**src/common/icachePkg.sv**
```systemverilog
// ##########################################################
// Shared cache geometry and controller state encoding.
// Referenced by scoped name from every cache block.
// ##########################################################

package icachePkg;

  // Instruction and bus word width
  localparam int wordBits = 32;

  // Byte offset within a word stays zero on the bus
  localparam int byteBits = 2;

  // Word offset within a line
  localparam int offsetBits = 2;
  localparam int lineWords = 2 ** offsetBits;

  // Set index and number of sets per way
  localparam int setBits = 4;
  localparam int numSets = 2 ** setBits;

  // Tag is whatever is left above set and offsets
  localparam int tagBits = wordBits - setBits - offsetBits - byteBits;

  // Line-aligned part of an address made of tag and set index
  localparam int lineAddrBits = tagBits + setBits;

  // Miss handling states
  // ready      idle or hitting, a miss starts the fill
  // memRead    address phases of the line or single word
  // lastRead   final data phase
  // nextInstr  delivers the fetched word, fetch resumes
  typedef enum logic [1:0] {
    ready     = 2'd0,
    memRead   = 2'd1,
    lastRead  = 2'd2,
    nextInstr = 2'd3
  } cacheState;

endpackage

```
**src/icache/icacheBusMaster.sv**
```systemverilog
// ##########################################################
// Bus master for line fills. Single nonsequential reads,
// data phase of one transfer overlaps the next address phase.
// ##########################################################

module icacheBusMaster (
  input  logic                              clk,
  input  logic                              reset,
  input  logic [icachePkg::lineAddrBits-1:0] lineAddr,
  input  logic [icachePkg::offsetBits-1:0]   addrWordOffset,
  input  logic                              busRequest,
  output logic                              busReady,
  output logic [icachePkg::wordBits-1:0]     fillData,
  output logic [icachePkg::wordBits-1:0]     hAddr,
  output logic                              hTrans,
  input  logic                              hReady,
  input  logic [icachePkg::wordBits-1:0]     hRData
);

  logic dataPending;

  // Word-aligned transfer address
  assign hAddr = {lineAddr, addrWordOffset, {icachePkg::byteBits{1'b0}}};
  assign hTrans = busRequest;

  // Set by an accepted address phase, held while the slave waits
  always_ff @(posedge clk or posedge reset) begin
    if (reset) begin
      dataPending <= 1'b0;
    end else if (hReady) begin
      dataPending <= hTrans;
    end
  end

  // Only report progress while a transfer of ours is on the bus
  assign busReady = hReady && (hTrans || dataPending);
  assign fillData = hRData;

endmodule

```
**src/icache/icacheController.sv**
```systemverilog
// ##########################################################
// Instruction cache control: hit check, miss FSM, fill
// counter, victim choice and bus word offsets.
// ##########################################################

module icacheController (
  input  logic                            clk,
  input  logic                            reset,
  input  logic                            cacheEnable,
  input  logic                            fetchValid,
  input  logic [icachePkg::tagBits-1:0]    fetchTag,
  input  logic [icachePkg::offsetBits-1:0] fetchWordOffset,
  input  logic [icachePkg::tagBits-1:0]    way1Tag,
  input  logic [icachePkg::tagBits-1:0]    way2Tag,
  input  logic                            way1Valid,
  input  logic                            way2Valid,
  input  logic [icachePkg::wordBits-1:0]   way1Data,
  input  logic [icachePkg::wordBits-1:0]   way2Data,
  input  logic                            currLru,
  input  logic                            busReady,
  output logic [icachePkg::wordBits-1:0]   instr,
  output logic                            iStall,
  output logic                            busRequest,
  output logic [icachePkg::offsetBits-1:0] addrWordOffset,
  output logic [icachePkg::offsetBits-1:0] fillWordOffset,
  output logic                            way1We,
  output logic                            way2We,
  output logic                            fillValid,
  output logic                            lruUpdate,
  output logic                            lruWay1Used
);

  icachePkg::cacheState state;
  icachePkg::cacheState nextState;

  logic                            way1Hit;
  logic                            way2Hit;
  logic                            hit;
  logic                            fillWay1;
  logic                            lastAddr;
  logic                            dataPhase;
  logic                            writeEn;
  logic [icachePkg::offsetBits-1:0] fillCount;

  // Tag match per way, qualified by valid
  assign way1Hit = way1Valid && (way1Tag == fetchTag);
  assign way2Hit = way2Valid && (way2Tag == fetchTag);
  assign hit = (way1Hit || way2Hit) && fetchValid && cacheEnable;

  // Victim choice. A way that already holds the tag keeps it,
  // and an uncached fetch always goes through way 1
  assign fillWay1 = !cacheEnable || way1Hit ||
                    (((!way1Valid && way2Valid) || currLru) && !way2Hit);

  // Last address phase of the line, or the single uncached word
  assign lastAddr = (&fillCount) || !cacheEnable;

  always_ff @(posedge clk or posedge reset) begin
    if (reset) begin
      state <= icachePkg::ready;
    end else begin
      state <= nextState;
    end
  end

  always_comb begin
    nextState = state;
    case (state)
      icachePkg::ready:     if (fetchValid && !hit) nextState = icachePkg::memRead;
      icachePkg::memRead:   if (busReady && lastAddr) nextState = icachePkg::lastRead;
      icachePkg::lastRead:  if (busReady) nextState = icachePkg::nextInstr;
      icachePkg::nextInstr: nextState = icachePkg::ready;
      default:              nextState = icachePkg::ready;
    endcase
  end

  // Accepted transfer counter that starts at the fetched word when uncached
  always_ff @(posedge clk or posedge reset) begin
    if (reset) begin
      fillCount <= '0;
    end else if (state == icachePkg::ready) begin
      fillCount <= cacheEnable ? '0 : fetchWordOffset;
    end else if (busRequest && busReady) begin
      fillCount <= fillCount + 1'b1;
    end
  end

  assign busRequest = (state == icachePkg::memRead);
  assign iStall = ((state == icachePkg::ready) && fetchValid && !hit) ||
                  (state == icachePkg::memRead) || (state == icachePkg::lastRead);

  // Address phase walks the line, otherwise the ways read the fetched word
  assign addrWordOffset = busRequest ? fillCount : fetchWordOffset;
  // Data phase trails the address phase by one transfer
  assign fillWordOffset = fillCount - 1'b1;

  // In memRead a data phase exists once the first line word was accepted
  assign dataPhase = ((state == icachePkg::memRead) && cacheEnable && (fillCount != '0)) ||
                     (state == icachePkg::lastRead);
  assign writeEn = dataPhase && busReady;
  assign way1We = writeEn && fillWay1;
  assign way2We = writeEn && !fillWay1;
  // Uncached words are stored invalid so they never hit
  assign fillValid = cacheEnable;

  // Replacement tracking on hits and at the end of a cached fill
  assign lruUpdate = ((state == icachePkg::ready) && hit) ||
                     ((state == icachePkg::lastRead) && busReady && cacheEnable);
  assign lruWay1Used = fillWay1;

  assign instr = (!cacheEnable || way1Hit) ? way1Data : way2Data;

endmodule

```
**src/icache/icacheLruTable.sv**
```systemverilog
// ##########################################################
// Replacement state, one bit per set. High selects way 1 as
// the next victim.
// ##########################################################

module icacheLruTable (
  input  logic                         clk,
  input  logic                         reset,
  input  logic [icachePkg::setBits-1:0] setIndex,
  input  logic                         update,
  input  logic                         way1Used,
  output logic                         currLru
);

  logic [icachePkg::numSets-1:0] lruBits;

  // Point away from the way just used
  always_ff @(posedge clk or posedge reset) begin
    if (reset) begin
      lruBits <= '0;
    end else if (update) begin
      lruBits[setIndex] <= !way1Used;
    end
  end

  assign currLru = lruBits[setIndex];

endmodule

```
**src/icache/icacheWay.sv**
```systemverilog
// ##########################################################
// One cache way: per-set tag and valid, four data words per
// line. Combinational read, one word written per clock.
// ##########################################################

module icacheWay (
  input  logic                            clk,
  input  logic                            reset,
  input  logic [icachePkg::setBits-1:0]    setIndex,
  input  logic [icachePkg::offsetBits-1:0] readWordOffset,
  input  logic [icachePkg::offsetBits-1:0] writeWordOffset,
  input  logic                            we,
  input  logic [icachePkg::tagBits-1:0]    writeTag,
  input  logic                            writeValid,
  input  logic [icachePkg::wordBits-1:0]   writeData,
  output logic [icachePkg::tagBits-1:0]    tag,
  output logic                            valid,
  output logic [icachePkg::wordBits-1:0]   data
);

  logic [icachePkg::tagBits-1:0]  tagMem [icachePkg::numSets];
  logic [icachePkg::wordBits-1:0] dataMem [icachePkg::numSets][icachePkg::lineWords];
  logic [icachePkg::numSets-1:0]  validBits;

  // Each fill word also refreshes the set tag
  always_ff @(posedge clk) begin
    if (we) begin
      dataMem[setIndex][writeWordOffset] <= writeData;
      tagMem[setIndex] <= writeTag;
    end
  end

  // Valid bits come up clear so the cache starts empty
  always_ff @(posedge clk or posedge reset) begin
    if (reset) begin
      validBits <= '0;
    end else if (we) begin
      validBits[setIndex] <= writeValid;
    end
  end

  assign tag = tagMem[setIndex];
  assign valid = validBits[setIndex];
  assign data = dataMem[setIndex][readWordOffset];

endmodule

```
**src/icacheTop.sv**
```systemverilog
// ##########################################################
// Instruction cache top level. Connects the fetch port and
// the memory bus to the controller, ways, LRU and bus master.
// ##########################################################

module icacheTop (
  input  logic                          clk,
  input  logic                          reset,
  input  logic [icachePkg::wordBits-1:0] fetchAddr,
  input  logic                          fetchValid,
  input  logic                          cacheEnable,
  output logic [icachePkg::wordBits-1:0] instr,
  output logic                          iStall,
  output logic [icachePkg::wordBits-1:0] hAddr,
  output logic                          hTrans,
  input  logic                          hReady,
  input  logic [icachePkg::wordBits-1:0] hRData
);

  logic [icachePkg::tagBits-1:0]      fetchTag;
  logic [icachePkg::setBits-1:0]      setIndex;
  logic [icachePkg::offsetBits-1:0]   fetchWordOffset;
  logic [icachePkg::lineAddrBits-1:0] lineAddr;

  logic [icachePkg::tagBits-1:0]      way1Tag;
  logic [icachePkg::tagBits-1:0]      way2Tag;
  logic                              way1Valid;
  logic                              way2Valid;
  logic [icachePkg::wordBits-1:0]     way1Data;
  logic [icachePkg::wordBits-1:0]     way2Data;
  logic                              way1We;
  logic                              way2We;
  logic                              fillValid;
  logic [icachePkg::offsetBits-1:0]   addrWordOffset;
  logic [icachePkg::offsetBits-1:0]   fillWordOffset;

  logic                              currLru;
  logic                              lruUpdate;
  logic                              lruWay1Used;

  logic                              busRequest;
  logic                              busReady;
  logic [icachePkg::wordBits-1:0]     fillData;

  // Address fields of the fetch
  assign fetchTag = fetchAddr[icachePkg::wordBits-1 -: icachePkg::tagBits];
  assign setIndex = fetchAddr[icachePkg::byteBits + icachePkg::offsetBits +: icachePkg::setBits];
  assign fetchWordOffset = fetchAddr[icachePkg::byteBits +: icachePkg::offsetBits];
  assign lineAddr = fetchAddr[icachePkg::wordBits-1 -: icachePkg::lineAddrBits];

  icacheController controller (
    .clk             (clk),
    .reset           (reset),
    .cacheEnable     (cacheEnable),
    .fetchValid      (fetchValid),
    .fetchTag        (fetchTag),
    .fetchWordOffset (fetchWordOffset),
    .way1Tag         (way1Tag),
    .way2Tag         (way2Tag),
    .way1Valid       (way1Valid),
    .way2Valid       (way2Valid),
    .way1Data        (way1Data),
    .way2Data        (way2Data),
    .currLru         (currLru),
    .busReady        (busReady),
    .instr           (instr),
    .iStall          (iStall),
    .busRequest      (busRequest),
    .addrWordOffset  (addrWordOffset),
    .fillWordOffset  (fillWordOffset),
    .way1We          (way1We),
    .way2We          (way2We),
    .fillValid       (fillValid),
    .lruUpdate       (lruUpdate),
    .lruWay1Used     (lruWay1Used)
  );

  icacheWay way1 (
    .clk             (clk),
    .reset           (reset),
    .setIndex        (setIndex),
    .readWordOffset  (addrWordOffset),
    .writeWordOffset (fillWordOffset),
    .we              (way1We),
    .writeTag        (fetchTag),
    .writeValid      (fillValid),
    .writeData       (fillData),
    .tag             (way1Tag),
    .valid           (way1Valid),
    .data            (way1Data)
  );

  icacheWay way2 (
    .clk             (clk),
    .reset           (reset),
    .setIndex        (setIndex),
    .readWordOffset  (addrWordOffset),
    .writeWordOffset (fillWordOffset),
    .we              (way2We),
    .writeTag        (fetchTag),
    .writeValid      (fillValid),
    .writeData       (fillData),
    .tag             (way2Tag),
    .valid           (way2Valid),
    .data            (way2Data)
  );

  icacheLruTable lruTable (
    .clk      (clk),
    .reset    (reset),
    .setIndex (setIndex),
    .update   (lruUpdate),
    .way1Used (lruWay1Used),
    .currLru  (currLru)
  );

  icacheBusMaster busMaster (
    .clk            (clk),
    .reset          (reset),
    .lineAddr       (lineAddr),
    .addrWordOffset (addrWordOffset),
    .busRequest     (busRequest),
    .busReady       (busReady),
    .fillData       (fillData),
    .hAddr          (hAddr),
    .hTrans         (hTrans),
    .hReady         (hReady),
    .hRData         (hRData)
  );

endmodule

```
**config.mk**
```make
export PLATFORM = sky130hd
export DESIGN_NAME = icacheTop
export DESIGN_NICKNAME = d
export VERILOG_FILES = /design/src/common/icachePkg.sv /design/src/icache/icacheBusMaster.sv /design/src/icache/icacheController.sv /design/src/icache/icacheLruTable.sv /design/src/icache/icacheWay.sv /design/src/icacheTop.sv
export SDC_FILE = /design/constraint.sdc
export NUM_CORES = 2
export LEC_CHECK = 0
export ABC_AREA = 1
export BUFFER_PORTS_ARGS = -buffer_cell sky130_fd_sc_hd__buf_2
export CORE_MARGIN = 2
export CORE_UTILIZATION = 40
export CTS_CLUSTER_DIAMETER = 50
export DETAILED_ROUTE_END_ITERATION = 7
export HOLD_SLACK_MARGIN = 0.05
export PLACE_DENSITY = 0.59
export SLEW_MARGIN = 5
export SYNTH_ARGS = -nofsm -noshare
export SYNTH_HDL_FRONTEND = slang
export SYNTH_MEMORY_MAX_BITS = 65536
export SYNTH_SLANG_ARGS = --single-unit
```
**constraint.sdc**
```tcl
create_clock -name clk -period 5.4 [get_ports clk]
set_input_delay 1.08 -clock clk [delete_from_list [all_inputs] [get_ports clk]]
set_output_delay 1.08 -clock clk [all_outputs]
set_load 0.01 [all_outputs]
```
# Word level (Yosys, flattened, before mapping)
# Memory sizes are Yosys's and may differ from the RTL's.
# Cells that the tools add are included.
# Widths: inputs -> output; s select.
# op_classes
addsub,2
magnitude_cmp,5
eq_ne,8
n_mux,34
n_bitwise,2
reduce_logical,42
# ops
op,count
$mux 128,2
$mux 32,6
$bmux 32 s2,2
$demux 32 s2,1
$bwmux 16,3
$eq 24x24->1,2
$logic_and 1x1->1,22
$mux 2,7
$bmux 1 s4,3
$logic_or 1x1->1,10
$mux 1,8
$pmux 2 s4,1
$ge 3x3->1 const B,2
$not 2->3,2
$logic_not 1->1,5
$lt 4x5->1 const B,1
$demux 1 s4,1
$eq 2x2->1 const B,2
$ge 4x1->1 const B,1
$ne 2x1->1 const B,2
$reduce_bool 2->1,2
$lt 3x1->1 const B,1
$reduce_and 3->1,1
$add 2x1->2 const B,1
other kinds (5),5
# totals
ff_bits,53
mem_bits_rw,4864
input_bits,69
elab_cells,103
n_memories,4
# memory_table
name,depth,word_bits,rd,rd_ports_with_merged_regs,write_ports,line_no,source
way1.dataMem,16,128,1,0,1,icacheWay.sv:22,logic [icachePkg::wordBits-1:0] dataMem [icachePkg::numSets][icachePkg::lineWords];
way2.dataMem,16,128,1,0,1,icacheWay.sv:22,
way1.tagMem,16,24,1,0,1,icacheWay.sv:21,logic [icachePkg::tagBits-1:0] tagMem [icachePkg::numSets];
way2.tagMem,16,24,1,0,1,icacheWay.sv:21,

# Depth between registers and ports, before layout
# depth
ltp_word,11
depth_mapped,25
ltp_nobuf,22

# Hierarchy
# From an unflattened synthesis, not the netlist that was laid out.
# unflattened
cells_unflattened,17528
hier_area_um2,198638.0
# by_module_without_submodules
module,instances,cells_each,area_per_inst_um2,seq_area_each_um2
icacheWay,2,8488,97760.0,73430.4
icacheController,1,352,1647.8,100.1
icacheLruTable,1,126,927.1,400.4
icacheBusMaster,1,74,543.0,25.0

# Worst setup path before layout
# Ideal clock, no wire load.
# synth_timing
path_kind,input-to-reg
from,input fetchAddr[4] (netlist name)
to,memory way2.dataMem[11][0] (netlist name) (enable)
setup_time_ns,0.421
t_arrival_ns,4.471
path_slack_ns,0.508
cell_stages,15
path_buffers,5
cell_sequence,buf_4 -> inv_2 -> buf_6 -> nor2_4 -> buf_4 -> buf_4 -> a22oi_1 -> a21oi_1 -> or4_1 -> o21ai_2 -> nand2_2 -> clkinv_2 -> buf_12 -> nand3_4 -> nor2_1
# synth_via
elab_chain_cells,11
word_cells_on_any_way,23
cone_classes,eq/ne (2); mux (8); reduce/logical (11); memory (2)
# synth_lines
element,line_no,source
start: declaration,icacheTop.sv:9,"input logic [icachePkg::wordBits-1:0] fetchAddr,"
branches (longest 11 deep; another with $mem_v2 16x24),n/a,
end: declaration,icacheWay.sv:22,
# Parallel ways; which one is timed is not known. The select of a mux whose other input is x is not followed.

# Worst setup path after layout
# layout_timing
from,input fetchAddr[5] (netlist name)
to,output instr[27] (netlist name)
# layout_via
elab_chain_cells,5
word_cells_on_any_way,15
cone_classes,eq/ne (1); mux (9); reduce/logical (2); memory (3)
# layout_lines
element,line_no,source
$mem_v2 16x24 (tied with other cells),n/a,
$eq 24x24->1 (tied with other cells),icacheController.sv:46,assign way1Hit = way1Valid && (way1Tag == fetchTag);
$logic_and 1x1->1 / $mux 32 (equally long branches),"icacheController.sv:46, icacheWay.sv:44",
$logic_or 1x1->1 / $mux 32 (equally long branches),"icacheController.sv:111, icacheWay.sv:44",
$mux 32 *,icacheController.sv:111,assign instr = (!cacheEnable || way1Hit) ? way1Data : way2Data;
end: declaration,icacheTop.sv:12,"output logic [icachePkg::wordBits-1:0] instr,"
# Mark *: on every way between the ends. The rest lies on a longest branch, timed or not. The select of a mux whose other input is x is not followed.

==> flow_summary_export.csv <==
group,metric,value,unit
clock_tree,clk_latency,1.09,ns
die,start_util,40.1,%
clock_tree,cts_buffers,538,
status,violations,"negative setup slack",
grt,gr-total-overflow,0,
synthesis,synth_top_flop_cell,"edfxtp_1",
routing,vias_per_cell,5.85,
synthesis,synthCells,12100,
synthesis,yosys.cell_types.count,50,
setup_path,required,4.32,ns
grt,grt_pass1_wl,831,mm
synthesis,ys_ff_latch,4917,
final_layout,fin_nets,13500,
pwr,power.density,391,nW/um^2
synthesis,synthMuxAreaShare,0,%
final_layout,utilization,49.0,%
sta,finalMaxSlewViolations,0,
flow_run,cap_violations,0,
setup_path,rrSetupSlack,1.80,ns
synthesis,synth_top_family_by_area,"compound AO/OA/AOI/OAI gates",
sta,finalSetupTns,-0.116,ns
sta,max_slew.worst_pin.slew,1.31,ns
synthesis,synth_area,185000,um^2
sta,fin_ws,-0.0820,ns
routing,wirelength,594,mm
synthesis,syn_area_per_cell,15.3,um^2
routing,ant_nets,0,
setup_path,worstSetupPathType,"in -> out",
setup_path,cpMostUsedCell,"buf_4",
routing,drtIter0Drc,16400,
routing,wl_per_cell,29.7,um
synthesis,yosys.area_share.simple,6.74,%
pwr,p_clk_share,40.3,%
synthesis,yosysTopAreaCellShare,78.8,%
sta,finalSetupViolations,3,
pwr,p_int,65.7,mW
setup_path,worst_setup_path_start_kind,"input port",
final_layout,fillers,38500,
setup_path,cp_top_family,"buffers and inverters",
final_layout,drive_above_1_share,19.2,%
synthesis,yosys-top-cells-area,"edfxtp_1 79%, a22oi_1 7.7%, nand2_1 4.8%",
pwr,switching_share,25.8,%
final_layout,syn_to_final_growth,22.2,%
synthesis,yosysWarnings,0,
clock_tree,clk_path_buf_depth,4,
setup_path,endpoint_kind,"output pin",
grt,grt_max_degree,129,
grt,antenna_found_initial,39,
synthesis,synth-async-reset-ratio,1.08,%
clock_tree,path_clk_slew,0.06,ns
clock_tree,clock_sinks,4917,
die,fp.coreArea,463000,um^2
synthesis,seq_area_frac_synth,79.5,%
grt,first_global_vias,112000,
synthesis,yosys.area_share.adder,0.0607,%
sta,max_freq,182,MHz
setup_path,crit_chain,"buf_4, buf_6, buf_6, nor2_4, buf_4, clkbuf_16, buf_12, buf_12, buf_4, buf_4, a22oi_1, a21oi_1, nor4_1, buf_4, nand2_1, nand3_2, nand2_4, nand2_2, buf_4, nand2_2, buf_2",
placement,dp_hpwl,361,mm
placement,place_congestion,0.854,
synthesis,synth_compound_area_share,11.6,%
pwr,pwr-share-comb,12.2,%
pwr,peakVddDrop,335,uV
sta,finalCritPeriodShare,102,%
routing,via_count,117000,
clock_tree,clock-root-buffer,"clkbuf_16",
setup_path,cpMaxStageDelayCell,"nor4_1",
setup_path,arrival,4.40,ns
synthesis,synth_edf_count,4864,
routing,dr.pass1.iters,6,
pwr,p_leak,75.8,nW
status,status,"finished with violations",
setup_path,path_max_fanout,29,
hold_path,hold_path.class,"in -> async",
placement,port_buffers,130,
pwr,p_seq_share,47.5,%
sta,hold_viol_final,0,
routing,drcViolationCount,0,
setup_path,cpPeakStageDelay,0.34,ns
pwr,p_switching,22.9,mW
setup_path,cp_num_buf_inv,12,
grt,grt_usage,24.5,%
sta,rsz0062_at_grt,"true",
die,fp.dieArea,469000,um^2
die,ios,135,
die,die_x,685,um
sta,slew_headroom,12.7,%
die,fp.dieH,685,um
sta,fin_crit,5.48,ns
die,rows,250,
clock_tree,htree_levels,6,
synthesis,synth_area_leader_cell,"edfxtp_1",
synthesis,yosys.area_share.xor_xnor,0,%
clock_tree,cts_tree,"done",
sta,skew,0.0983,ns
-- through the flow --
stage	setup WS, ns	hold slack (ns)	area (um^2)	instances	power (mW)
after global routing	-0.0934	0.247	227000	20000	90.7
after detailed placement	-0.651	0.438	208000	19000	53.1
after floorplan	0.508	0.423	185000	12100	46.3
after global placement	-0.661	0.433	208000	19000	53.1
final	-0.0820	0.249	227000	20000	88.6
after CTS	-0.0302	0.188	226000	20000	88.6
-- placed cells by master (no fill, tap or decap), types with 50 or more instances in the layout --
cell and count:
o21ai_0 81, a31oi_1 77, dfrtp_1 53, a22oi_1 1887, inv_1 85, nand2_1 2331, a21oi_1 883, clkbuf_1 111
nand3_1 176, nor2_4 134, clkinv_1 99, buf_4 971, clkinv_2 63, clkbuf_16 554, buf_2 94, edfxtp_1 4864
nor4_1 95, a221oi_1 50, nor2_1 121, buf_12 452
-- cells by family (layout without fill, tap and decap cells) --
| family | count (synthesis) | count (layout) |
|---|---|---|
| adders and majority gates | 9 | 9 |
| DFF | 4917 | 4917 |
| and+or+nand+nor | 3072 | 3072 |
| buffers and inverters | 909 | 2621 |
| AOI/OAI and AO/OA | 3184 | 3184 |
| other | 1 | 10 |
-- timing repair --
item                                    in CTS  in global routing
hold buffers                                 0                  0
resized for setup                          120                127
endpoints found under the setup margin      32                 32
gates cloned                                 6                  5
pin swaps                                   13                 26
setup buffers                               22                  7
-- power groups by stage --
stage	sequential (mW)	clock (mW)	combinational, mW
after CTS	42.1	36.0	10.4
after detailed placement	42.9	0	10.2
after global placement	42.9	0	10.1
after global routing	42.1	37.5	11.0
final	42.1	35.7	10.8
after floorplan	42.9	0	3.37
-- registers in the layout (all words and copies together) (netlist names) --
name and flops:
way1.validBits 16, way1.tagMem 384, controller.state 2, way1.dataMem 2048
way2.tagMem 384, way2.dataMem 2048, busMaster.dataPending 1, controller.fillCount 2
way2.validBits 16, lruTable.lruBits 16
-- final timing paths --
check | startpoint | end | depth (start not counted)
hold reg to reg | way2.validBits[14] | way2.validBits[14] | 2
max in group asynchronous | reset | way1.validBits[7] | 3
setup reg to reg | way2.tagMem[3][13] | way2.dataMem[7][101] | 23
setup / recovery | fetchAddr[5] | instr[27] | 21
min in group clk | hReady | busMaster.dataPending | 2
hold / removal | reset | lruTable.lruBits[8] | 3
-- synth_stat cells, drive strengths merged (5+ instances only) --
library cell  instances
o22ai                 7
o41ai                52
a211oi               14
nand2              2369
a221oi               52
a21oi               893
nor4                146
nand4                38
inv                 100
o21a                  6
nor2                263
o2111ai               6
nor3                 46
o21ai               122
clkbuf              450
nand3               200
ha                    9
a31oi                79
o211ai               14
a22o                 30
or2                   5
buf                 356
edfxtp             4864
dfrtp                53
a32o                 11
a22oi              1892
-- metal layers --
layer | part of all wire (%) | GRT usage, % | routed length [um]
met1 | 39 | 33.8 | 233000
met2 | 47 | 38.9 | 278000
met3 | 9.7 | 4.05 | 57300
met4 | 4.2 | 9.41 | 24800
met5 | 0.013 | 0 | 80
-- cell type report --
type / count / area, um^2 / area share [%]
tap: 6174 / 7720 / 3.41
sequential: 4917 / 147000 / 65.1
clock inverter: 295 / 2960 / 1.31
timing repair buffer: 1562 / 17700 / 7.81
multi-input combinational: 6267 / 36100 / 15.9
antenna: 8 / 20.0 / 0.00884
clock buffer: 660 / 14200 / 6.25
timing repair inverter: 1 / 8.76 / 0.00387
inverter: 103 / 468 / 0.207
-- tightest hold or removal path: stages --
cell and delay, ns:
buf_2 0.10, inv_2 0.03, buf_4 0.56
Power figures use the tool's default switching activity.
